==> src/logic/rv_core_pkg.sv <==
`default_nettype none

package rv_core_pkg;

    localparam int xlen = 32;

    typedef logic [4:0]      reg_addr_t;
    typedef logic [xlen-1:0] word_t;

    // --------------------------------------------------
    // opcodes
    localparam logic [6:0] opc_op     = 7'b0110011;
    localparam logic [6:0] opc_op_imm = 7'b0010011;
    localparam logic [6:0] opc_lui    = 7'b0110111;
    localparam logic [6:0] opc_auipc  = 7'b0010111;
    localparam logic [6:0] opc_branch = 7'b1100011;
    localparam logic [6:0] opc_jal    = 7'b1101111;
    localparam logic [6:0] opc_load   = 7'b0000011;
    localparam logic [6:0] opc_store  = 7'b0100011;

    // alu funct3
    localparam logic [2:0] f3_add_sub = 3'b000;
    localparam logic [2:0] f3_sll     = 3'b001;
    localparam logic [2:0] f3_slt     = 3'b010;
    localparam logic [2:0] f3_sltu    = 3'b011;
    localparam logic [2:0] f3_xor     = 3'b100;
    localparam logic [2:0] f3_srl_sra = 3'b101;
    localparam logic [2:0] f3_or      = 3'b110;
    localparam logic [2:0] f3_and     = 3'b111;

    // branch funct3
    localparam logic [2:0] f3_beq  = 3'b000;
    localparam logic [2:0] f3_bne  = 3'b001;
    localparam logic [2:0] f3_blt  = 3'b100;
    localparam logic [2:0] f3_bge  = 3'b101;
    localparam logic [2:0] f3_bltu = 3'b110;
    localparam logic [2:0] f3_bgeu = 3'b111;

    // --------------------------------------------------
    // datapath selects
    typedef enum logic {alu_a_rs1, alu_a_pc} alu_a_sel_e;
    typedef enum logic {alu_b_rs2, alu_b_imm} alu_b_sel_e;
    typedef enum logic [1:0] {wb_alu, wb_mem, wb_pc4, wb_imm} wb_sel_e;
    typedef enum logic {fwd_regfile, fwd_mwb} fwd_sel_e;

    localparam word_t nop_inst = '0; // bubble, never retires

endpackage

`default_nettype wire

==> src/logic/control_unit.sv <==
`timescale 1ns/1ps
`default_nettype none

module control_unit (
    input  rv_core_pkg::word_t       ex_inst,
    input  wire logic                branch_taken,
    input  rv_core_pkg::reg_addr_t   mwb_rd,
    input  wire logic                mwb_reg_we,
    output rv_core_pkg::word_t       imm,
    output rv_core_pkg::alu_a_sel_e  alu_a_sel,
    output rv_core_pkg::alu_b_sel_e  alu_b_sel,
    output logic [2:0]               alu_funct3,
    output logic                     alu_alt,
    output rv_core_pkg::wb_sel_e     wb_sel,
    output logic                     reg_we,
    output logic                     mem_we,
    output rv_core_pkg::fwd_sel_e    fwd_rs1,
    output rv_core_pkg::fwd_sel_e    fwd_rs2,
    output logic                     flush
);

    logic [6:0] opcode;
    logic [2:0] funct3;
    rv_core_pkg::reg_addr_t rd;
    rv_core_pkg::reg_addr_t rs1;
    rv_core_pkg::reg_addr_t rs2;
    logic writes_rd;

    assign opcode = ex_inst[6:0];
    assign funct3 = ex_inst[14:12];
    assign rd     = ex_inst[11:7];
    assign rs1    = ex_inst[19:15];
    assign rs2    = ex_inst[24:20];

    // --------------------------------------------------
    // immediate formats
    always_comb begin
        case (opcode)
            rv_core_pkg::opc_store:
                imm = {{20{ex_inst[31]}}, ex_inst[31:25], ex_inst[11:7]};
            rv_core_pkg::opc_branch:
                imm = {{19{ex_inst[31]}}, ex_inst[31], ex_inst[7], ex_inst[30:25],
                       ex_inst[11:8], 1'b0};
            rv_core_pkg::opc_lui, rv_core_pkg::opc_auipc:
                imm = {ex_inst[31:12], 12'd0};
            rv_core_pkg::opc_jal:
                imm = {{11{ex_inst[31]}}, ex_inst[31], ex_inst[19:12], ex_inst[20],
                       ex_inst[30:21], 1'b0};
            default:
                imm = {{20{ex_inst[31]}}, ex_inst[31:20]}; // I format
        endcase
    end

    // --------------------------------------------------
    // selects and enables, all zero for a bubble
    always_comb begin
        alu_a_sel  = rv_core_pkg::alu_a_rs1;
        alu_b_sel  = rv_core_pkg::alu_b_imm;
        alu_funct3 = rv_core_pkg::f3_add_sub;
        alu_alt    = 1'b0;
        wb_sel     = rv_core_pkg::wb_alu;
        writes_rd  = 1'b0;
        mem_we     = 1'b0;
        flush      = 1'b0;
        case (opcode)
            rv_core_pkg::opc_op: begin
                alu_b_sel  = rv_core_pkg::alu_b_rs2;
                alu_funct3 = funct3;
                alu_alt    = ex_inst[30];
                writes_rd  = 1'b1;
            end
            rv_core_pkg::opc_op_imm: begin
                alu_funct3 = funct3;
                alu_alt    = (funct3 == rv_core_pkg::f3_srl_sra) && ex_inst[30]; // srai only
                writes_rd  = 1'b1;
            end
            rv_core_pkg::opc_lui: begin
                wb_sel    = rv_core_pkg::wb_imm;
                writes_rd = 1'b1;
            end
            rv_core_pkg::opc_auipc: begin
                alu_a_sel = rv_core_pkg::alu_a_pc;
                writes_rd = 1'b1;
            end
            rv_core_pkg::opc_jal: begin
                wb_sel    = rv_core_pkg::wb_pc4; // link
                writes_rd = 1'b1;
                flush     = 1'b1;
            end
            rv_core_pkg::opc_branch: flush = branch_taken;
            rv_core_pkg::opc_load: begin
                wb_sel    = rv_core_pkg::wb_mem;
                writes_rd = 1'b1;
            end
            rv_core_pkg::opc_store: mem_we = 1'b1;
            default: ;
        endcase
    end

    assign reg_we = writes_rd && (rd != 5'd0); // x0 writes dropped here

    // forward from memory/writeback when it targets our source
    assign fwd_rs1 = (mwb_reg_we && mwb_rd != 5'd0 && mwb_rd == rs1) ?
                     rv_core_pkg::fwd_mwb : rv_core_pkg::fwd_regfile;
    assign fwd_rs2 = (mwb_reg_we && mwb_rd != 5'd0 && mwb_rd == rs2) ?
                     rv_core_pkg::fwd_mwb : rv_core_pkg::fwd_regfile;

endmodule

`default_nettype wire

==> config.mk <==
export PLATFORM = sky130hd
export DESIGN_NAME = control_unit
export DESIGN_NICKNAME = d
export VERILOG_FILES = /design/src/logic/rv_core_pkg.sv /design/src/logic/control_unit.sv
export SDC_FILE = /design/constraint.sdc
export NUM_CORES = 1
export LEC_CHECK = 0
export BUFFER_PORTS_ARGS = -buffer_cell sky130_fd_sc_hd__buf_2
export CORE_UTILIZATION = 36
export DETAILED_ROUTE_END_ITERATION = 7
export PLACE_DENSITY = 0.95
export SLEW_MARGIN = 15
export SYNTH_ARGS = -nofsm -noshare
export SYNTH_HDL_FRONTEND = slang
export SYNTH_SLANG_ARGS = --single-unit
==> constraint.sdc <==
create_clock -name vclk -period 3.24
set_clock_uncertainty 0.2 [all_clocks]
set_input_delay 0.324 -clock vclk [all_inputs]
set_output_delay 0.324 -clock vclk [all_outputs]
set_load 0.01 [all_outputs]
* After elaboration in Yosys (flattened, before gate mapping) *
Cells that the tools add are included.

storage, ports and cells
  register bits = 0
  bits of input ports = 39

operators by class
  eq/ne operators = 11
  mux-type cells = 11
  reduce and logical (&&, ||, !) cells = 10

operators with widths
  operator            count
  $pmux 31 s4         1
  $eq 7x6->1 const B  3
  $eq 7x5->1 const B  2
  $eq 7x7->1 const B  2
  $eq 5x5->1          2
  $reduce_bool 5->1   2
  $eq 7x2->1 const B  1
  $mux 1              6
  $pmux 2 s3          1
  $reduce_or 6->1     1
  $logic_and 1x1->1   5
  $pmux 1 s2          2
  $reduce_or 2->1     2
  $eq 3x3->1 const B  1
  $mux 3              1

* Logic depth before layout (Yosys ltp) *
  depth in word-level cells = 4
  mapped depth = 6
  depth with buffers taken out = 4

* Worst setup path after synthesis *
Ideal clock, no wire load.

  path kind = input to output
  start = input port ex_inst[1]
  end = output port imm[20]
  data arrival time = 1308 ps
  slack = 1408 ps
  cell stages on the path = 6
  cell sequence = nand2_1 -> or4_1 -> buf_2 -> nand2_2 -> buf_6 -> nand2_1

on the way
  word-level cells in the longest chain between the ends = 3

RTL lines
  item                                             line                source
  start, declared                                  control_unit.sv:5   input rv_core_pkg::word_t ex_inst,
  $eq 7x5->1 / $eq 7x6->1 (equally long branches)  control_unit.sv:38  case (opcode)
  $reduce_or 2->1                                  control_unit.sv:38
  $pmux 31 s4 *                                    control_unit.sv:38
  end, declared                                    control_unit.sv:9   output rv_core_pkg::word_t imm,

Mark *: on every way between the ends. The rest lies on a longest branch, timed or not.

* Worst setup path after layout *
  start = input port ex_inst[4]
  end = output port imm[13]

Same word-level chain as after synthesis.

==> flow_summary.toml <==
[outcome]
run_status = "finished with violations"
violations = "DRC"

[final_layout]
final_common_cell = "buf_2"
nNetsFinal = 229
seq_area_um2 = 0
multi_input_area_um2 = 595.6
drive_gt1_share_pct = 48.94
syn2layout_area_growth_pct = 66.14
layout_common_cells = "84 x buf_2, 36 x nand2_1, 11 x o21ai_0"
design.seq.count = 0
clkbuf_count = 0
fillers = 153
antennaDiodeCount = 0

[synth]
ys_warn_count = 0
netlist_area_um2 = 628.1
synth_cells = 110
syn_avg_cell_area_um2 = 5.710
syn_nets = 149
synth_cell_types = 31
seq_area_frac_synth_pct = 0

[timing]
whs_ns = 0.7309
fin_ws_ns = 0.8813
timing.slew.headroom_pct = 55.22
final_min_period_over_clock_period_pct = 72.80
worst_slew_pin_slew_ns = 0.6692
setup_viol = 0
setup_tns_ns = 0
rsz0062_at_grt = "false"
fmax_mhz = 424.0
fin_crit_ns = 2.359
hold_viol = 0
drv_slew = 0

[detailed_routing]
dr_wl_met3_um = 244
dr.max_layer_used = "met4"
via_per_inst = 5.255
vias = 1072
detail_route.wl_per_cell_um = 12.15
antenna_left = 0
firstDrtPassIters = 6
wl_um = 2479
drt-initial-drc-count = 21
wl_met1_um = 951
wl_met2_um = 1270
drc = 8

[placement]
io_buffer_count = 84
dp_hpwl_um = 2125
pre_cts_ws_ns = 0.9114
gp_congestion = 0.8735

[critical_path]
crit_required_ns = 2.72
critPathKind = "input port to output pin"
crit_arrival_ns = 1.83
critPathCaptureType = "output pin"
startpoint_type = "input port"
crit_fanout = 13

[die]
start_util_pct = 40.29
die_width_um = 43.77
die_h_um = 43.77
core_um2 = 1559
row_count = 14
fp.dieArea_um2 = 1916
io_pins = 84

[power]
total_power_w = 0.0001180
p_leak_nw = 0.6191
peakVddDrop_uv = 57.21
power_density_nw_per_um2 = 113.1

[clock_network]
cts_resized = 0
ctsHoldBuffers = 0
postCtsSetupBuffers = 0

[min_path]
hp-class = "input port to output pin"

[grt]
grt_usage_pct = 24.85
grt-ovfl-total = 0
grt_start_max_net_pins = 15
antenna_found_initial = 0
grt_pass1_wl_um = 3843
grt_pass1_vias = 901

[run]
cap_violations = 0
power by group:
group          internal (W)  total (W)  switching (W)
Combinational     0.0000541   0.000118      0.0000639
Clock                     0          0              0
Sequential                0          0              0
Total             0.0000541   0.000118      0.0000639
stage by stage:
stage / utilization (%) / cells / area, um2
4_1_cts: 66.93 / 204 / 1044
3_5_place_dp: 66.93 / 204 / 1044
6_report: 66.93 / 204 / 1044
2_1_floorplan: - / 110 / 628.1
5_1_grt: 66.93 / 204 / 1044
3_3_place_gp: 66.93 / 204 / 1044
cells in the mapped netlist (all sizes together):
| master | number | area share (%) |
|---|---|---|
| a211oi | 1 | 1.2 |
| a21o | 1 | 1.2 |
| a21oi | 2 | 1.6 |
| a22o | 5 | 7.0 |
| a22oi | 1 | 1.2 |
| a31o | 1 | 1.4 |
| and2 | 7 | 7.0 |
| and3 | 3 | 3.0 |
| buf | 4 | 4.6 |
| clkbuf | 3 | 2.0 |
| mux2 | 1 | 1.8 |
| nand2 | 37 | 23 |
| nand2b | 1 | 1.0 |
| nand3 | 3 | 2.4 |
| nand3b | 1 | 1.8 |
| nand4b | 1 | 1.4 |
| nor2 | 7 | 4.2 |
| nor3 | 3 | 3.2 |
| nor4 | 3 | 4.0 |
| o211a | 1 | 1.6 |
| o21ai | 11 | 8.8 |
| or2 | 1 | 1.0 |
| or4 | 2 | 2.4 |
| xnor2 | 6 | 8.4 |
| xor2 | 4 | 5.6 |
worst max-delay path, stage by stage:
cell and delay, ns:
buf_2 0.14, nand4b_1 0.25, nor2_1 0.58, nand3b_2 0.32, nand2_1 0.08, buf_2 0.14
cell type report:
cell class	instances	share of cell area [%]
multi-input cells	103	57.07
well taps	16	1.918
repair buffers	85	41.01
cell families after synthesis:
| group | synth area share (%) |
|---|---|
| AO/OA/AOI/OAI | 23.91 |
| XOR/XNOR | 13.94 |
| AND/OR/NAND/NOR | 53.79 |
| multiplexers | 1.793 |
| buffers and inverters | 6.574 |
final timing paths:
check	to	cells past startpoint	start
worst max-delay path	imm[13]	6	ex_inst[4]
worst min-delay path	imm[31]	2	ex_inst[31]
metal layers:
metal  vias up  global-route usage (%)
li1        541                       -
met1       476                   29.88
met2        53                   48.06
met3         2                   2.917
met4         0                   1.875
met5         -                       0
No activity file was read; power rests on OpenSTA's default activity.
