==> src/logic/rv_core_pkg.sv <==
`default_nettype none

package rv_core_pkg;

    localparam int xlen = 32;

    typedef logic [4:0]      reg_addr_t;
    typedef logic [xlen-1:0] word_t;

    // --------------------------------------------------
    // opcodes
    localparam logic [6:0] opc_op     = 7'b0110011;
    localparam logic [6:0] opc_op_imm = 7'b0010011;
    localparam logic [6:0] opc_lui    = 7'b0110111;
    localparam logic [6:0] opc_auipc  = 7'b0010111;
    localparam logic [6:0] opc_branch = 7'b1100011;
    localparam logic [6:0] opc_jal    = 7'b1101111;
    localparam logic [6:0] opc_load   = 7'b0000011;
    localparam logic [6:0] opc_store  = 7'b0100011;

    // alu funct3
    localparam logic [2:0] f3_add_sub = 3'b000;
    localparam logic [2:0] f3_sll     = 3'b001;
    localparam logic [2:0] f3_slt     = 3'b010;
    localparam logic [2:0] f3_sltu    = 3'b011;
    localparam logic [2:0] f3_xor     = 3'b100;
    localparam logic [2:0] f3_srl_sra = 3'b101;
    localparam logic [2:0] f3_or      = 3'b110;
    localparam logic [2:0] f3_and     = 3'b111;

    // branch funct3
    localparam logic [2:0] f3_beq  = 3'b000;
    localparam logic [2:0] f3_bne  = 3'b001;
    localparam logic [2:0] f3_blt  = 3'b100;
    localparam logic [2:0] f3_bge  = 3'b101;
    localparam logic [2:0] f3_bltu = 3'b110;
    localparam logic [2:0] f3_bgeu = 3'b111;

    // --------------------------------------------------
    // datapath selects
    typedef enum logic {alu_a_rs1, alu_a_pc} alu_a_sel_e;
    typedef enum logic {alu_b_rs2, alu_b_imm} alu_b_sel_e;
    typedef enum logic [1:0] {wb_alu, wb_mem, wb_pc4, wb_imm} wb_sel_e;
    typedef enum logic {fwd_regfile, fwd_mwb} fwd_sel_e;

    localparam word_t nop_inst = '0; // bubble, never retires

endpackage

`default_nettype wire

==> src/logic/reg_file.sv <==
`timescale 1ns/1ps
`default_nettype none

module reg_file (
    input  wire logic              clk,
    input  wire logic              rst,
    input  rv_core_pkg::reg_addr_t ra1,
    input  rv_core_pkg::reg_addr_t ra2,
    output rv_core_pkg::word_t     rd1,
    output rv_core_pkg::word_t     rd2,
    input  rv_core_pkg::reg_addr_t wa,
    input  rv_core_pkg::word_t     wd,
    input  wire logic              we
);

    rv_core_pkg::word_t regs [1:31]; // x0 not stored

    always_ff @(posedge clk) begin
        if (rst) begin
            for (int i = 1; i < 32; i++) begin
                regs[i] <= '0;
            end
        end else if (we && wa != 5'd0) begin
            regs[wa] <= wd;
        end
    end

    // same-cycle write passes straight through
    assign rd1 = (ra1 == 5'd0) ? '0 : (we && wa == ra1) ? wd : regs[ra1];
    assign rd2 = (ra2 == 5'd0) ? '0 : (we && wa == ra2) ? wd : regs[ra2];

endmodule

`default_nettype wire

==> config.mk <==
export PLATFORM = sky130hd
export DESIGN_NAME = reg_file
export DESIGN_NICKNAME = d
export VERILOG_FILES = /design/src/logic/rv_core_pkg.sv /design/src/logic/reg_file.sv
export SDC_FILE = /design/constraint.sdc
export NUM_CORES = 2
export LEC_CHECK = 0
export BUFFER_PORTS_ARGS = -buffer_cell sky130_fd_sc_hd__buf_4
export CORE_MARGIN = 10
export CORE_UTILIZATION = 57
export DETAILED_ROUTE_END_ITERATION = 7
export GPL_ROUTABILITY_DRIVEN = 0
export GPL_TIMING_DRIVEN = 0
export PLACE_DENSITY_LB_ADDON = 0.08
export SLEW_MARGIN = 20
export SYNTH_ARGS = -nofsm -noshare
export SYNTH_HDL_FRONTEND = slang
export SYNTH_SLANG_ARGS = --single-unit
==> constraint.sdc <==
create_clock -name clk -period 2.2 [get_ports clk]
set_clock_uncertainty 0.1 [all_clocks]
set_input_delay 0.22 -clock clk [delete_from_list [all_inputs] [get_ports clk]]
set_output_delay 0.22 -clock clk [all_outputs]
set_load 0.01 [all_outputs]
-- Yosys cells after proc, flatten, opt, wreduce, memory -nomap -nowiden
Memory sizes are Yosys's and may differ from the RTL's.
Cells that the tools add are included.
- bits in latches: 0
- output and inout bits: 64
- memory bits (read-only): 0
- input port bits: 50
- RAM bits: 992
- memories: 1
- logic and storage cells: 22
- register bits: 0
- memory list (name ; depth ; width ; rd ports ; clocked after memory_dff ; write ports ; RTL line ; RTL):
    regs ; 31 ; 32 ; 2 ; 0 ; 31 ; reg_file.sv:16 ; rv_core_pkg::word_t regs [1:31];
- bitwise gates (word level): 0
- $lt $le $gt $ge: 0
- shift-type cells: 0
- add/sub/neg operators: 0
- equality and inequality tests: 2
- muxes and demuxes: 12
- divide/modulo/power cells: 0
- reduce and logical (&&, ||, !) cells: 7
- $mul: 0
- operator list (operator ; number):
    2-to-1 mux 32 bit ; 5
    OR reduction 32 bit ; 1
    equality test 5 bit ; 2
    logical NOT 5 bit ; 2
    2-to-1 mux 1 bit ; 6
    2-to-1 mux 5 bit ; 1
    nonzero test 5 bit ; 1
    logical AND 1 bit ; 3

-- Logic depth before layout (Yosys ltp)
- depth after elaboration: 7
- mapped depth: 9
- mapped depth without buffers: 5

-- Worst setup path after synthesis
Ideal clock, no wire load.
- path kind: input -> output
- start: in ra2[1]
- end: out rd2[30]
- stages on the path: 7
- data required time: 1.880 ns
- data arrival time: 1.801 ns
- slack: 0.079 ns
- buffers on the path: 3
- cells stage by stage: buf_2 > buf_2 > clkbuf_1 > mux4_2 > a211oi_1 > o21ai_1 > a32o_1
- cells in the longest elaborated chain, start to end: 4
- elaborated cells between the ends (all ways): 6
- those cells by class: 1 x eq/ne; 2 x mux; 2 x reduce/logical; 1 x memory
- ends and longest elaborated chain (item ; RTL line ; RTL):
    start: declaration ; reg_file.sv:8 ; input rv_core_pkg::reg_addr_t ra2,
    branches (longest 3 deep; another with memory (31 x 32 bit)) ; - ;
    2-to-1 mux 32 bit * ; reg_file.sv:30 ; assign rd2 = (ra2 == 5'd0) ? '0 : (we && wa == ra2) ? wd : regs[ra2];
    end: declaration ; reg_file.sv:10 ; output rv_core_pkg::word_t rd2,
Mark *: on every way between the ends.

==> results.json <==
{
  "run_status": "finished with violations",
  "violations_in_the_final_reports": "design-rule violations, negative setup slack",
  "route.vias.total": 40800,
  "edff_count_synth": 1024,
  "drive_gt1_frac": 0.271,
  "dpl-instance-area_um2": 57600,
  "vdd.ir_drop.worst_v": 0.000632,
  "critical_path_buf_inv_count": 1,
  "grt_first_pass_wirelength_um": 312000,
  "synth-seq-area-share": 0.559,
  "synth_top_area_frac": 0.559,
  "min_path_type": "primary input to register",
  "synth.area.top_cells": "sky130_fd_sc_hd__edfxtp_1 (56%), sky130_fd_sc_hd__mux4_2 (15%), sky130_fd_sc_hd__and2_1 (11%)",
  "synth_adder_area_share": 0,
  "fill_cells": 6788,
  "muxShareOfSynthArea": 0.215,
  "total_leakage_power_uw": 0.0226,
  "number_of_placed_i_o_pins": 114,
  "arrival_time_worst_endpoint_ns": 2.83,
  "htree_levels": 3,
  "drt-total-wl_um": 233000,
  "route.detailed.wl_per_inst_um": 42.7,
  "setup_viol": 419,
  "tritoncts": "done",
  "max_slew.worst_pin.slew_ns": 1.15,
  "clk_buf_depth": 3,
  "postRouteAntennaNets": 0,
  "cellPowerDensity_nw_per_um2": 778,
  "synthXorXnorAreaFrac": 0.00159,
  "wl_met2_um": 95600,
  "overflow": 0,
  "post_synth_and_or_nand_nor_area_fraction": 0.130,
  "dp_slack_ns": -1.96,
  "critPathCaptureType": "primary output",
  "cts-buffers-inserted": 111,
  "area.growth.synth_to_final_pct": 16.2,
  "floorplan.die.width_um": 331,
  "top_flop_regs": "regs: 1024 flops",
  "final-max-slew-violation-count": 0,
  "maxcap_violations": 0,
  "async_reset_ff_frac": 0,
  "synth.lib_cells_used.distinct": 52,
  "yosys.area.top_type": "sky130_fd_sc_hd__edfxtp_1",
  "synth.ff_latch_count": 1024,
  "final_critical_path_time_including_i_o_delays_and_setup_ns": 3.15,
  "first_global_vias": 38600,
  "rows": 113,
  "synth-compound-area-share": 0.0603,
  "drcViolationCount": 2,
  "required_ns": 1.88,
  "fmax_mhz": 317,
  "totalPowerFinal_uw": 49800,
  "tritoncts_num_sinks": 1024,
  "layout_setup_ws_ns": -0.953,
  "routed-wl-met3_um": 39000,
  "critical_path.max_fanout": 2,
  "detail_route.wirelength.met1_um": 75300,
  "largest_register_ffs": 1024,
  "critPathTopFamily": "compound AO/OA/AOI/OAI gates",
  "postSynthAreaPerCell_um2": 14.5,
  "multi_input_area_um2": 24000,
  "final_design_area_no_fill_um2": 64000,
  "timing.final.hold_violations": 0,
  "place_hpwl_um": 159000,
  "synthesis.instances": 3801,
  "port-buffer-count": 103,
  "yosys_warnings": 0,
  "fin_nets": 4152,
  "final-seq-area_um2": 30700,
  "synth_top_family_by_area": "multiplexers",
  "path_type_of_the_worst_setup_path": "register to primary output",
  "timing.critical_path.cells": "mux4_2 > a22oi_2 > a21oi_1 > a221o_2 > buf_6",
  "part_of_the_cycle_the_worst_path_needs": 1.43,
  "worst_slew_margin_rel": 0.231,
  "cts_clk_pin_slew_worst_paths_ns": 0.06,
  "max_flop_register": "regs",
  "rsz0062_at_grt": "yes",
  "grt_start_max_net_pins": 33,
  "fp.dieArea_um2": 109000,
  "startpoint_type_of_the_worst_setup_path": "register",
  "detail_route.vias_per_cell": 7.46,
  "gr_usage_total": 0.420,
  "floorplan.initialDensity": 0.577,
  "first_iter_violations": 7667,
  "die_height_um": 331,
  "grt_antenna_before_repair": 10,
  "placeableCoreArea_um2": 95400,
  "whs_ns": 0.208,
  "synth-main-ff-cell": "sky130_fd_sc_hd__edfxtp_1",
  "worst_path_largest_cell_delay_ns": 0.50,
  "cts_root_buffer": "sky130_fd_sc_hd__clkbuf_16",
  "synth.cell_area_um2": 55100,
  "topmost_layer_with_routed_signal_wires": "met5",
  "drtPass1Iterations": 8,
  "crit_path_top_delay_cell": "sky130_fd_sc_hd__mux4_2"
}
[routing by layer]
metal  track usage  vias up
met4         0.322        8
li1              -    15300
met1         0.515    20300
met5       0.00399        -
met3         0.178     1026
met2         0.584     4181
[area by class of cell]
class                      count  area share
tap                         1265      0.0247
sequential                  1024       0.481
clock buffer                 135      0.0465
antenna                       10    0.000391
inverter                       2    0.000215
multi-input combinational   2400       0.375
clock inverter                70     0.00898
timing repair buffer         154      0.0231
buffer                       409      0.0402
[layout by cell type, fill, tap and decap left out, types with 11 or more instances in the layout]
cell / netlist / final
sky130_fd_sc_hd__a22oi_1: 107 / 87
sky130_fd_sc_hd__mux4_2: 375 / 375
sky130_fd_sc_hd__clkinv_1: 2 / 33
sky130_fd_sc_hd__nor2_2: 0 / 28
sky130_fd_sc_hd__edfxtp_1: 1024 / 1024
sky130_fd_sc_hd__a221oi_1: 27 / 16
sky130_fd_sc_hd__o221ai_2: 0 / 16
sky130_fd_sc_hd__a32o_2: 0 / 31
sky130_fd_sc_hd__and2_1: 994 / 993
sky130_fd_sc_hd__clkinv_2: 0 / 26
sky130_fd_sc_hd__clkbuf_1: 281 / 226
sky130_fd_sc_hd__clkbuf_4: 0 / 29
sky130_fd_sc_hd__conb_1: 1 / 32
sky130_fd_sc_hd__clkbuf_2: 0 / 34
sky130_fd_sc_hd__nand3_1: 13 / 11
sky130_fd_sc_hd__a21oi_2: 0 / 15
sky130_fd_sc_hd__o21ai_1: 49 / 32
sky130_fd_sc_hd__or2_4: 1 / 33
sky130_fd_sc_hd__buf_2: 56 / 20
sky130_fd_sc_hd__mux2i_4: 0 / 21
sky130_fd_sc_hd__a21oi_1: 64 / 49
sky130_fd_sc_hd__mux2i_1: 330 / 302
sky130_fd_sc_hd__a22oi_2: 0 / 20
sky130_fd_sc_hd__o22ai_1: 37 / 34
sky130_fd_sc_hd__buf_6: 26 / 108
sky130_fd_sc_hd__nand2_1: 64 / 63
sky130_fd_sc_hd__buf_8: 0 / 13
sky130_fd_sc_hd__clkbuf_16: 0 / 116
sky130_fd_sc_hd__o221ai_1: 38 / 22
sky130_fd_sc_hd__a211oi_2: 0 / 27
sky130_fd_sc_hd__nor2_1: 49 / 19
sky130_fd_sc_hd__a221oi_2: 0 / 11
sky130_fd_sc_hd__dlygate4sd3_1: 0 / 32
sky130_fd_sc_hd__buf_4: 30 / 96
sky130_fd_sc_hd__o21ai_2: 0 / 15
[cell usage after synthesis, drive strengths merged (5+ instances only)]
cell     instances
o21ai           63
a32oi            9
a211oi          32
nand3b           5
mux2             6
nand3           13
mux4           375
edfxtp        1024
or2             34
a221oi          27
a221o           11
xnor2           10
a31oi           11
o221ai          38
and2           996
nand2           64
o2111ai          6
mux2i          330
a21oi           64
buf            131
nand2b           5
o221a           15
clkbuf         281
a22oi          107
nor2            49
nor2b            6
a32o            32
o22ai           37
[repair_timing]
action,4_1_cts,5_1_grt
pin swaps,117,40
buffers inserted,8,10
gates resized for setup,553,104
endpoints found under the setup margin,1021,609
hold buffers,32,0
gates cloned,4,2
endpoints found under the hold margin,64,0
[per-stage QoR]
step	cells	util	setup TNS [ns]
finish	5469	0.670	-67.06
global route	5460	0.670	-48.68
CTS	5447	0.665	-37.61
detailed placement	5201	0.603	-1353.83
global placement	5200	0.603	-1295.54
floorplan	3832	-	0
[report_power, final]
part | total, uW | switching, uW | internal [uW]
Sequential | 23100 | 559 | 22600
Combinational | 7870 | 4910 | 2950
Clock | 18800 | 8120 | 10700
Total | 49800 | 13600 | 36200
[kinds of logic after synthesis]
family	count (synthesis)
and+or+nand+nor	1184
DFF	1024
muxes	711
AOI/OAI and AO/OA	457
buffers and inverters	414
xor gates and xnor gates	10
other	1
[path summary, 6_finish.rpt]
kind	slack (ns)	end	cells past startpoint	start
min	0.21	regs[0][3]	2	wd[3]
max	-0.95	rd1[13]	5	regs[15][13]
Note: power is estimated with default switching activity, not from simulation.
