<file path="config.mk">
export PLATFORM = sky130hd
export DESIGN_NAME = fetch_unit
export DESIGN_NICKNAME = d
export VERILOG_FILES = /design/src/logic/rv_core_pkg.sv /design/src/logic/fetch_unit.sv
export SDC_FILE = /design/constraint.sdc
export NUM_CORES = 1
export LEC_CHECK = 0
export ABC_AREA = 1
export ABC_CLOCK_PERIOD_IN_PS = 2200
export BUFFER_PORTS_ARGS = -buffer_cell sky130_fd_sc_hd__buf_2
export CAP_MARGIN = 20
export CORE_MARGIN = 1.5
export CORE_UTILIZATION = 48
export DETAILED_ROUTE_END_ITERATION = 10
export GPL_TIMING_DRIVEN = 0
export MAX_ROUTING_LAYER = met4
export PLACE_DENSITY = 0.86
export SKIP_CTS_REPAIR_TIMING = 1
export SLEW_MARGIN = 20
export SYNTH_ARGS = -nofsm -noshare
export SYNTH_HDL_FRONTEND = slang
export SYNTH_SLANG_ARGS = --single-unit
</file>
<file path="constraint.sdc">
create_clock -name clk -period 2.2 [get_ports clk]
set_input_delay 0.22 -clock clk [delete_from_list [all_inputs] [get_ports clk]]
set_output_delay 0.22 -clock clk [all_outputs]
set_load 0.03 [all_outputs]
</file>
<file path="src/logic/rv_core_pkg.sv">
`default_nettype none

package rv_core_pkg;

    localparam int xlen = 32;

    typedef logic [4:0]      reg_addr_t;
    typedef logic [xlen-1:0] word_t;

    // --------------------------------------------------
    // opcodes
    localparam logic [6:0] opc_op     = 7'b0110011;
    localparam logic [6:0] opc_op_imm = 7'b0010011;
    localparam logic [6:0] opc_lui    = 7'b0110111;
    localparam logic [6:0] opc_auipc  = 7'b0010111;
    localparam logic [6:0] opc_branch = 7'b1100011;
    localparam logic [6:0] opc_jal    = 7'b1101111;
    localparam logic [6:0] opc_load   = 7'b0000011;
    localparam logic [6:0] opc_store  = 7'b0100011;

    // alu funct3
    localparam logic [2:0] f3_add_sub = 3'b000;
    localparam logic [2:0] f3_sll     = 3'b001;
    localparam logic [2:0] f3_slt     = 3'b010;
    localparam logic [2:0] f3_sltu    = 3'b011;
    localparam logic [2:0] f3_xor     = 3'b100;
    localparam logic [2:0] f3_srl_sra = 3'b101;
    localparam logic [2:0] f3_or      = 3'b110;
    localparam logic [2:0] f3_and     = 3'b111;

    // branch funct3
    localparam logic [2:0] f3_beq  = 3'b000;
    localparam logic [2:0] f3_bne  = 3'b001;
    localparam logic [2:0] f3_blt  = 3'b100;
    localparam logic [2:0] f3_bge  = 3'b101;
    localparam logic [2:0] f3_bltu = 3'b110;
    localparam logic [2:0] f3_bgeu = 3'b111;

    // --------------------------------------------------
    // datapath selects
    typedef enum logic {alu_a_rs1, alu_a_pc} alu_a_sel_e;
    typedef enum logic {alu_b_rs2, alu_b_imm} alu_b_sel_e;
    typedef enum logic [1:0] {wb_alu, wb_mem, wb_pc4, wb_imm} wb_sel_e;
    typedef enum logic {fwd_regfile, fwd_mwb} fwd_sel_e;

    localparam word_t nop_inst = '0; // bubble, never retires

endpackage

`default_nettype wire

</file>
<file path="src/logic/fetch_unit.sv">
`timescale 1ns/1ps
`default_nettype none

module fetch_unit #(
    parameter rv_core_pkg::word_t boot_pc = '0
) (
    input  wire logic          clk,
    input  wire logic          rst,
    input  wire logic          flush,
    input  rv_core_pkg::word_t redirect_pc,
    output rv_core_pkg::word_t imem_addr,
    input  rv_core_pkg::word_t imem_data,
    output rv_core_pkg::word_t fd_inst,
    output rv_core_pkg::word_t fd_pc
);

    rv_core_pkg::word_t pc_q;    // address on the instruction port
    rv_core_pkg::word_t fd_pc_q; // address of the word now returning
    logic kill_q;

    // --------------------------------------------------
    // fetch address
    always_ff @(posedge clk) begin
        if (rst) begin
            pc_q   <= boot_pc;
            kill_q <= 1'b1; // nothing valid returns in the first cycle
        end else begin
            pc_q   <= flush ? redirect_pc : pc_q + 32'd4;
            kill_q <= flush; // word fetched during the redirect is wrong path
        end
    end

    always_ff @(posedge clk) begin
        fd_pc_q <= pc_q;
    end

    assign imem_addr = pc_q;
    assign fd_pc     = fd_pc_q;

    // squash into a bubble
    assign fd_inst = (flush || kill_q) ? rv_core_pkg::nop_inst : imem_data;

endmodule

`default_nettype wire

</file>
=== Word-level counts from Yosys, hierarchy flattened ===
Cells that the tools add are included.

* Muxes and demuxes: 2
* Reduce and logical (&&, ||, !) cells: 1
* Add/subtract/negate cells: 1

{| class="wikitable"
|+ Operator list
! kind !! number
|-
| 2-to-1 mux 32 bit || 2
|-
| adder 32 x 3 -> 32 bit, second input constant || 1
|-
| logical OR 1 bit || 1
|}

* Logic and storage cells: 7
* Register bits after elaboration: 65

=== Logic depth before layout (Yosys ltp) ===
Gate-level depths: netlist (run 1).

* Word-level depth: 2
* Gate-level depth with buffers: 10

=== Worst setup path after synthesis (run 1) ===
OpenSTA, ideal clock, no wires.

* Path kind: register to register
* From: reg pc_q[2] (netlist: imem_addr[2])
* To: reg pc_q[22] (netlist: imem_addr[22])
* Arrival: 1543 ps
* Cell stages (with the launch flop): 11
* Period minus slack after synthesis: 1652 ps
* Library setup time: 109 ps
* Slack: 548 ps
* Path buffers: 0
* Path through: dfxtp_1 -> ha_1 -> nand2_1 -> nor2_4 -> nand2_4 -> nor2_4 -> nand2_1 -> nand2_1 -> nand3_1 -> nand2_1 -> inv_1

* Word-level cells in the longest chain between the ends: 2

{| class="wikitable"
|+ RTL lines
! item !! RTL line !! text
|-
| start, declared || fetch_unit.sv:17 || <nowiki>rv_core_pkg::word_t pc_q;</nowiki>
|-
| start signal, assigned || fetch_unit.sv:25 || <nowiki>pc_q <= boot_pc;</nowiki>
|-
| start signal, assigned || fetch_unit.sv:28 || <nowiki>pc_q <= flush ? redirect_pc : pc_q + 32'd4;</nowiki>
|-
| adder 32 x 3 -> 32 bit || fetch_unit.sv:28 ||
|-
| 2-to-1 mux 32 bit || fetch_unit.sv:28 ||
|}

Every way passes these cells.
A chain may end at the register's enable or synchronous reset.

=== Worst setup path after layout (run 1) ===
* From: reg kill_q
* To: out fd_inst[19]

* Word-level cells in the longest chain between the ends: 2

{| class="wikitable"
|+ RTL lines
! item !! RTL line !! text
|-
| start, declared || fetch_unit.sv:19 || <nowiki>logic kill_q;</nowiki>
|-
| start signal, assigned || fetch_unit.sv:29 || <nowiki>kill_q <= flush;</nowiki>
|-
| logical OR 1 bit || fetch_unit.sv:41 || <nowiki>assign fd_inst = (flush || kill_q) ? rv_core_pkg::nop_inst : imem_data;</nowiki>
|-
| 2-to-1 mux 32 bit || fetch_unit.sv:41 ||
|-
| end, declared || fetch_unit.sv:13 || <nowiki>output rv_core_pkg::word_t fd_inst,</nowiki>
|}

Every way passes these cells.

==> results of run 1 <==
## synth_stat cells
cell type / instances
o21ai_0: 24
nor2_4: 4
buf_6: 1
nand2_2: 3
nand2_1: 81
nor2_1: 116
buf_2: 1
buf_1: 1
nand2_4: 1
inv_1: 77
dfxtp_1: 65
or2_2: 2
xnor2_1: 3
nand3_1: 30
nand4_1: 1
ha_1: 1
nor2_2: 4
a21oi_1: 14
clkbuf_1: 10
or2_0: 3
and2_1: 1
xor2_1: 4
inv_2: 1
## metrics by stage
step           cell area, um2  total power, uW  util, %
2_1_floorplan            2950             1680        -
3_3_place_gp             3850             1870     65.0
3_5_place_dp             3850             1880     65.0
4_1_cts                  4100             3130     69.2
5_1_grt                  4100             3240     69.2
6_report                 4100             3120     69.2
## power groups by stage
stage	logic, uW	clock network, uW	registers (uW)
floorplan	176	0	1510
global placement	518	0	1350
detailed placement	527	0	1350
CTS	530	1280	1330
global route	579	1320	1340
finish	528	1260	1330
## kinds of logic after synthesis
group                      synth area share (%)
adders and majority gates                 0.424
and+or+nand+nor                            35.0
xor gates and xnor gates                   2.08
AOI/OAI and AO/OA                          6.45
DFF                                        44.1
buffers and inverters                      11.9
## path summary, 6_finish.rpt
path,cells past startpoint,from,to
max,5,kill_q,fd_inst[19]
min,3,redirect_pc[1],imem_addr[1]
max reg2reg,10,imem_addr[2],imem_addr[30]
min reg2reg,0,imem_addr[1],fd_pc[1]
## flip-flops by register name, indices dropped and copies added, names as in the netlist
register and count:
fd_pc 32, kill_q 1, imem_addr 32
## worst max-delay path, stage by stage (launching register included)
cell,delay (ps)
dfxtp_1,300
or2_2,260
clkbuf_1,150
clkbuf_1,220
nor2_1,170
buf_2,220
## layout make-up
| class | instances | area, um2 |
|---|---|---|
| plain buffers | 13 | 57.6 |
| clock buffers | 9 | 124 |
| clock inverters | 7 | 126 |
| fillers | 524 | 1820 |
| inverters | 78 | 293 |
| multi-input cells | 292 | 1300 |
| flip-flops and latches | 65 | 1300 |
| well taps | 75 | 93.8 |
| repair buffers | 161 | 806 |
## layer usage
| layer | wire length (um) | vias to the layer above | share of wire (%) |
|---|---|---|---|
| met5 | 0 | - | 0 |
| met4 | 178 | 0 | 2.1 |
| met3 | 677 | 19 | 8.0 |
| met2 | 3840 | 126 | 46 |
| met1 | 3720 | 1412 | 44 |
| li1 | - | 1685 | - |
==> flow_summary.json, run 1 <==
{
  "status": "finished, final reports clean",
  "grt_util_met3_pct": 6.97,
  "cp-end-kind": "output pin",
  "via_count": 3242,
  "arrival_ps": 1670,
  "drive_gt1_share_pct": 31.0,
  "grt_usage_pct": 27.0,
  "avgSynthCellArea_um2": 6.58,
  "drt-initial-drc-count": 111,
  "syn_nets": 516,
  "fp.dieW_um": 81.4,
  "dp_slack_ps": 518,
  "ys_types": 23,
  "cp_max_fo": 10,
  "area_growth_pct": 39.0,
  "finalHoldViolCount": 0,
  "leakagePower_uw": 0.00229,
  "whs_ps": 93.6,
  "fin_crit_ps": 1890,
  "final_cell_mix": "162 x buf_2, 116 x nor2_1, 81 x nand2_1",
  "cts-root-buf": "clkbuf_8",
  "die-area_um2": 6620,
  "fmax_mhz": 530,
  "cts_max_level": 3,
  "min_period_over_period_pct": 85.7,
  "grt.busiest_layer": "met2",
  "worst-setup-path-type": "reg2out",
  "ys_seq_area_share_pct": 44.1,
  "worstSkewPairLatency_ps": 350,
  "drtPass1Iterations": 4,
  "worst_pin_slew_ps": 595,
  "rrSetupSlack_ps": 510,
  "rows": 28,
  "rsz0062_at_grt": "false",
  "met2_usage_pct": 42.8,
  "pwr-share-seq_pct": 42.6,
  "switching_power_uw": 923,
  "p_sw_share_pct": 29.6,
  "via_per_inst": 4.63,
  "grt_pass1_vias": 2853,
  "fin_setup_tns_ps": 0,
  "cp.required_ps": 1980,
  "gp_congestion": 0.877,
  "syn_inst": 448,
  "antenna_found_initial": 0,
  "wl_per_cell_um": 12.0,
  "combPwrFrac_pct": 16.9,
  "maxCapViolCount": 0,
  "met1_usage_pct": 32.9,
  "power.internal_uw": 2190,
  "drc_errors": 0,
  "cts-buffers-inserted": 9,
  "worst_slack_ps": 315,
  "synth_top_area_share_pct": 44.1,
  "ys_ff_latch": 65,
  "io_pins": 163,
  "clkSinkCount": 65,
  "fp.dieH_um": 81.4,
  "maxSlewViolCount": 0,
  "dp.cells": 684,
  "cts_tree": "built",
  "maxSlewHeadroom_pct": 60.3,
  "powerDensity_nw_per_um2": 760,
  "setup_viol": 0,
  "clk_pin_slew_ps": 70,
  "initial_core_util_pct": 49.8,
  "power.share.clock_pct": 40.5,
  "antenna_cells": 0,
  "final_cells": 700,
  "syn_area_um2": 2950,
  "drt-total-wl_um": 8410,
  "synth_top_cell_by_area": "dfxtp_1",
  "start_kind": "flop",
  "grt_pass1_wl_um": 13100,
  "cts_buffer_depth": 2,
  "core_area_um2": 5920,
  "dp_hpwl_um": 6560,
  "overflow": 0,
  "grt_max_degree": 14,
  "nets": 688,
  "min_path_type": "in2reg",
  "ys_top_cells_by_area": "dfxtp_1 44%, nor2_1 15%, nand2_1 10%",
  "io_buffer_count": 161,
  "ir_drop_mv": 0.659,
  "ant_nets": 0,
  "final_common_cell": "buf_2",
  "finalClockSkew_ps": 7.78,
  "ys_warn_count": 0
}
No activity file was read; power rests on OpenSTA's default activity.
==> inputs of run 2 (changes only) <==
- ABC_AREA: 1 -> 0
- CORE_ASPECT_RATIO: not set -> 1.1
- CORE_UTILIZATION: 48 -> 46
- PLACE_DENSITY: 0.86 -> 0.85
==> run 2 against run 1 <==
Compared with the run above:
- clock power fell by 24%
- critical path depth down 1
- total power decreased by 11%
- first-iteration DRC count increased by 48%
- area after synthesis is 9.8% lower
- synthesized cell count fell by 35%
- cell count fell by 22%
- core utilization fell by 0.069 points
- critical endpoint is now imem_addr[31]
- largest power group unchanged
==> flow_summary.json, run 2 <==
{
  "fin_util_pct": 69.2,
  "path_cells": "nand4_2, or4_4, or4_1, and3_1",
  "syn_nets": 358,
  "clkSinkCount": 65,
  "grt_max_degree": 11,
  "finalClockSkew_ps": 8.82,
  "antenna_found_initial": 0,
  "cts_tree": "built",
  "power.total_uw": 2770,
  "fp.dieW_um": 75.5,
  "grt_pass1_vias": 2499,
  "synthTopCellsByCount": "65 x dfxtp_1, 35 x and2_1, 27 x nor2_1",
  "ys_warn_count": 0,
  "gp_congestion": 0.853,
  "core_area_um2": 5470,
  "worstSkewPairLatency_ps": 350,
  "combPwrFrac_pct": 17.3,
  "grt_usage_pct": 25.9,
  "syn_area_um2": 2660,
  "ant_nets": 0,
  "async_flop_share_pct": 0,
  "worst-setup-path-type": "reg2reg",
  "crit_slowest_cell": "or4_4",
  "start_kind": "flop",
  "final_cell_mix": "164 x buf_2, 64 x dfxtp_1, 35 x and2_1",
  "grt_pass1_wl_um": 11600,
  "final_common_cell": "buf_2",
  "io_buffer_count": 161,
  "synth_top_area_share_pct": 48.9,
  "cp_max_fo": 8,
  "switching_power_uw": 835,
  "cp_top_family": "simple AND/OR/NAND/NOR gates",
  "cpPeakStageDelay_ps": 620,
  "avgSynthCellArea_um2": 9.17,
  "power.internal_uw": 1940,
  "pwr-share-seq_pct": 48.3,
  "nets": 532,
  "worst_pin_slew_ps": 571,
  "maxSlewViolCount": 0,
  "cp.required_ps": 2440,
  "initial_core_util_pct": 48.7,
  "drtPass1Iterations": 6,
  "synth-edff-count": 0,
  "setup_viol": 0,
  "drt-total-wl_um": 8050,
  "io_pins": 163,
  "cp-end-kind": "flop",
  "ys_seq_area_share_pct": 48.9,
  "min_path_type": "in2reg",
  "dp.cells": 526,
  "area_growth_pct": 42.1,
  "min_period_over_period_pct": 95.7,
  "worst_slack_ps": 95.7,
  "fin_crit_ps": 2100,
  "cts_max_level": 3,
  "fmax_mhz": 475,
  "synth_top_cell_by_area": "dfxtp_1",
  "power.share.clock_pct": 34.4,
  "powerDensity_nw_per_um2": 733,
  "cts-root-buf": "clkbuf_8",
  "overflow": 0,
  "dp_slack_ps": -103,
  "drc_errors": 0,
  "ir_drop_mv": 0.554,
  "status": "finished, final reports clean",
  "fp.dieH_um": 82.8,
  "syn_inst": 290,
  "die-area_um2": 6250,
  "path_buf_inv": 0,
  "final_cells": 543,
  "ys_top_cells_by_area": "dfxtp_1 49%, and2_1 8.2%, nor2_1 3.8%",
  "maxCapViolCount": 0,
  "fin_setup_tns_ps": 0,
  "drive_gt1_share_pct": 39.7,
  "ys_ff_latch": 65,
  "arrival_ps": 2350,
  "leakagePower_uw": 0.00182,
  "dp_hpwl_um": 5910,
  "maxSlewHeadroom_pct": 61.9,
  "cts-buffers-inserted": 9,
  "drt-initial-drc-count": 164,
  "via_per_inst": 5.42,
  "p_sw_share_pct": 30.1,
  "rsz0062_at_grt": "false",
  "finalHoldViolCount": 0,
  "via_count": 2942,
  "antenna_cells": 0,
  "clk_pin_slew_ps": 60,
  "ys.flop_type": "dfxtp_1",
  "rows": 28,
  "ys_types": 33,
  "yosysMostFrequentCell": "dfxtp_1",
  "wl_per_cell_um": 14.8,
  "cts_buffer_depth": 2
}
run 2: worst reg2reg max path: cells and delay by family, from the launching register on:
family / cells / cell delay (ps)
and+or+nand+nor: 4 / 1530
DFF: 1 / 480
run 2: worst paths after layout:
path | start | to | slack [ps] | depth (start not counted)
worst max-delay path | imem_addr[4] | imem_addr[31] | 100 | 4
worst min-delay path | redirect_pc[2] | imem_addr[2] | 110 | 3
worst max register to register | imem_addr[4] | imem_addr[31] | 100 | 4
worst min register to register | imem_addr[31] | fd_pc[31] | 380 | 0
run 2: final cells by class:
class	instances	area, um2
fillers	446	1690
flip-flops and latches	65	1300
multi-input cells	198	1280
repair buffers	164	828
clock buffers	12	135
well taps	75	93.8
plain buffers	19	75.1
clock inverters	3	42.5
inverters	7	26.3
run 2: cell families (layout without fill, tap and decap cells):
kind of cell | after synthesis | in the layout | synth area share, %
AOI/OAI and AO/OA | 45 | 45 | 12.5
and+or+nand+nor | 137 | 137 | 29.1
muxes | 3 | 3 | 1.13
DFF | 65 | 65 | 48.9
xor gates and xnor gates | 12 | 12 | 3.95
buffers and inverters | 27 | 205 | 3.95
adders and majority gates | 1 | 1 | 0.470
run 2: power groups by stage:
| stage | Clock (uW) | Sequential (uW) | Combinational (uW) |
|---|---|---|---|
| global placement | 0 | 1360 | 467 |
| CTS | 961 | 1330 | 476 |
| global route | 1010 | 1350 | 513 |
| floorplan | 0 | 1500 | 141 |
| finish | 954 | 1340 | 478 |
| detailed placement | 0 | 1360 | 474 |
run 2: per-layer routing:
| metal | global-route usage (%) | up-vias | part of all wire [%] |
|---|---|---|---|
| li1 | - | 1394 | - |
| met1 | 27.6 | 1364 | 37 |
| met2 | 45.9 | 168 | 53 |
| met3 | 5.58 | 16 | 8.9 |
| met4 | 10.9 | 0 | 1.5 |
| met5 | - | - | 0 |
run 2: per-stage QoR:
stage / instance area, um2 / hold WS (ps)
after floorplan: 2660 / 363
after global routing: 3780 / 127
after global placement: 3560 / 363
after CTS: 3740 / 105
after detailed placement: 3560 / 359
final: 3780 / 108
==> inputs of run 3 (changes only) <==
- CORE_MARGIN: 1.5 -> 2
==> run 3 against run 2 <==
Compared with the run above:
- die area increased by 2.5%
- critical path depth unchanged
- clock-buffer cell count unchanged
- core utilization decreased by 2.1 points
- hold slack got worse by 3.1 ps
- first-iteration DRC count increased by 14%
- total power increased by 3.3%
- global-route usage decreased by 1.1 points
- wire length decreased by 2.4%
- sequential power about the same
- via count decreased by 2.3%
- clock skew increased by 2.2 ps
==> flow_summary.json, run 3 (synthesized netlist as in run 2, its figures left out) <==
{
  "worst-setup-path-type": "reg2reg",
  "p_sw_share_pct": 30.0,
  "setup_viol": 0,
  "place_area_um2": 3560,
  "cp-end-kind": "flop",
  "fin_setup_tns_ps": 0,
  "finalHoldViolCount": 0,
  "status": "finished, final reports clean",
  "min_path_type": "in2reg",
  "power.share.clock_pct": 36.7,
  "cts_buffer_depth": 2,
  "worst_pin_slew_ps": 545,
  "drtPass1Iterations": 4,
  "fmax_mhz": 468,
  "area_growth_pct": 42.8,
  "arrival_ps": 2380,
  "ir_drop_mv": 0.544,
  "cts-buffers-inserted": 9,
  "grt_max_degree": 12,
  "hp-start": "redirect_pc[2]",
  "rows": 29,
  "cts_max_level": 3,
  "reg2reg_from": "imem_addr[4]",
  "gp_congestion": 0.873,
  "rrSetupSlack_ps": 60,
  "wl_per_cell_um": 14.4,
  "ant_nets": 0,
  "cp_max_fo": 8,
  "final_common_cell": "buf_2",
  "whs_ps": 104,
  "final_cell_mix": "164 x buf_2, 65 x dfxtp_1, 35 x and2_1",
  "overflow": 0,
  "drc_errors": 0,
  "io_pins": 163,
  "initial_core_util_pct": 47.0,
  "core_area_um2": 5660,
  "fp.dieH_um": 83.8,
  "maxSlewViolCount": 0,
  "power.internal_uw": 2000,
  "fin_area_um2": 3800,
  "antenna_found_initial": 0,
  "die-area_um2": 6410,
  "nets": 532,
  "grt_pass1_wl_um": 12500,
  "crit_slowest_cell": "or4_4",
  "cts_tree": "built",
  "maxSlewHeadroom_pct": 63.7,
  "dp_hpwl_um": 5790,
  "pwr-share-seq_pct": 46.7,
  "worstSkewPairLatency_ps": 350,
  "start_kind": "flop",
  "cpPeakStageDelay_ps": 620,
  "powerDensity_nw_per_um2": 753,
  "crit_start": "imem_addr[4]",
  "drt-total-wl_um": 7860,
  "combPwrFrac_pct": 16.6,
  "fp.dieW_um": 76.5,
  "via_count": 2874,
  "path_cells": "nand4_2, or4_4, or4_1, and3_1",
  "grt_usage_pct": 24.8,
  "switching_power_uw": 859,
  "dp_slack_ps": -53.5,
  "via_per_inst": 5.26,
  "path_buf_inv": 0,
  "cp_top_family": "simple AND/OR/NAND/NOR gates",
  "cts-root-buf": "clkbuf_8",
  "drt-initial-drc-count": 187,
  "cp.required_ps": 2450,
  "worst_slack_ps": 63.4,
  "clkSinkCount": 65,
  "maxCapViolCount": 0,
  "grt_pass1_vias": 2677,
  "finalClockSkew_ps": 11.0,
  "clk_pin_slew_ps": 70,
  "leakagePower_uw": 0.00183,
  "min_period_over_period_pct": 97.1,
  "io_buffer_count": 161,
  "drive_gt1_share_pct": 40.1,
  "fin_crit_ps": 2140,
  "antenna_cells": 0,
  "power.total_uw": 2860
}
-- run 3: cell types whose count changed in the layout (fill, tap and decap cells not counted), sizes merged --
cell,previous run,this run
clkinv,1,2
-- run 3: cell type report --
type | count | area [um2]
fillers | 451 | 1860
flip-flops and latches | 65 | 1300
multi-input cells | 198 | 1260
repair buffers | 164 | 828
clock buffers | 12 | 155
well taps | 77 | 96.3
plain buffers | 19 | 75.1
clock inverters | 4 | 51.3
inverters | 7 | 26.3
-- run 3: worst paths after layout --
| path | depth (start not counted) | to |
|---|---|---|
| setup reg to reg | 4 | imem_addr[31] |
| hold reg to reg | 0 | fd_pc[0] |
| hold / removal | 3 | imem_addr[2] |
| setup / recovery | 4 | imem_addr[31] |
-- run 3: power groups by stage --
stage	logic (uW)	registers, uW	clock network [uW]
2_1_floorplan	141	1500	0
3_3_place_gp	466	1360	0
3_5_place_dp	475	1360	0
4_1_cts	477	1340	1050
5_1_grt	505	1350	1100
6_report	475	1340	1050
-- run 3: per-layer routing --
| layer | GRT usage (%) | vias to the layer above | part of all wire (%) |
|---|---|---|---|
| met2 | 41.6 | 152 | 50 |
| met3 | 6.49 | 14 | 8.2 |
| met4 | 9.75 | 0 | 1.7 |
| met1 | 28.3 | 1308 | 40 |
| met5 | - | - | 0 |
| li1 | - | 1400 | - |
-- run 3: tightest hold or removal path, cell delays in order --
cell and delay (ps):
buf_2 80, a21oi_1 50, nor2_1 70
-- run 3: metrics by stage --
step / instances / util, %
floorplan: 290 / -
global placement: 528 / 62.9
detailed placement: 528 / 62.9
CTS: 544 / 66.6
global route: 546 / 67.1
finish: 546 / 67.1
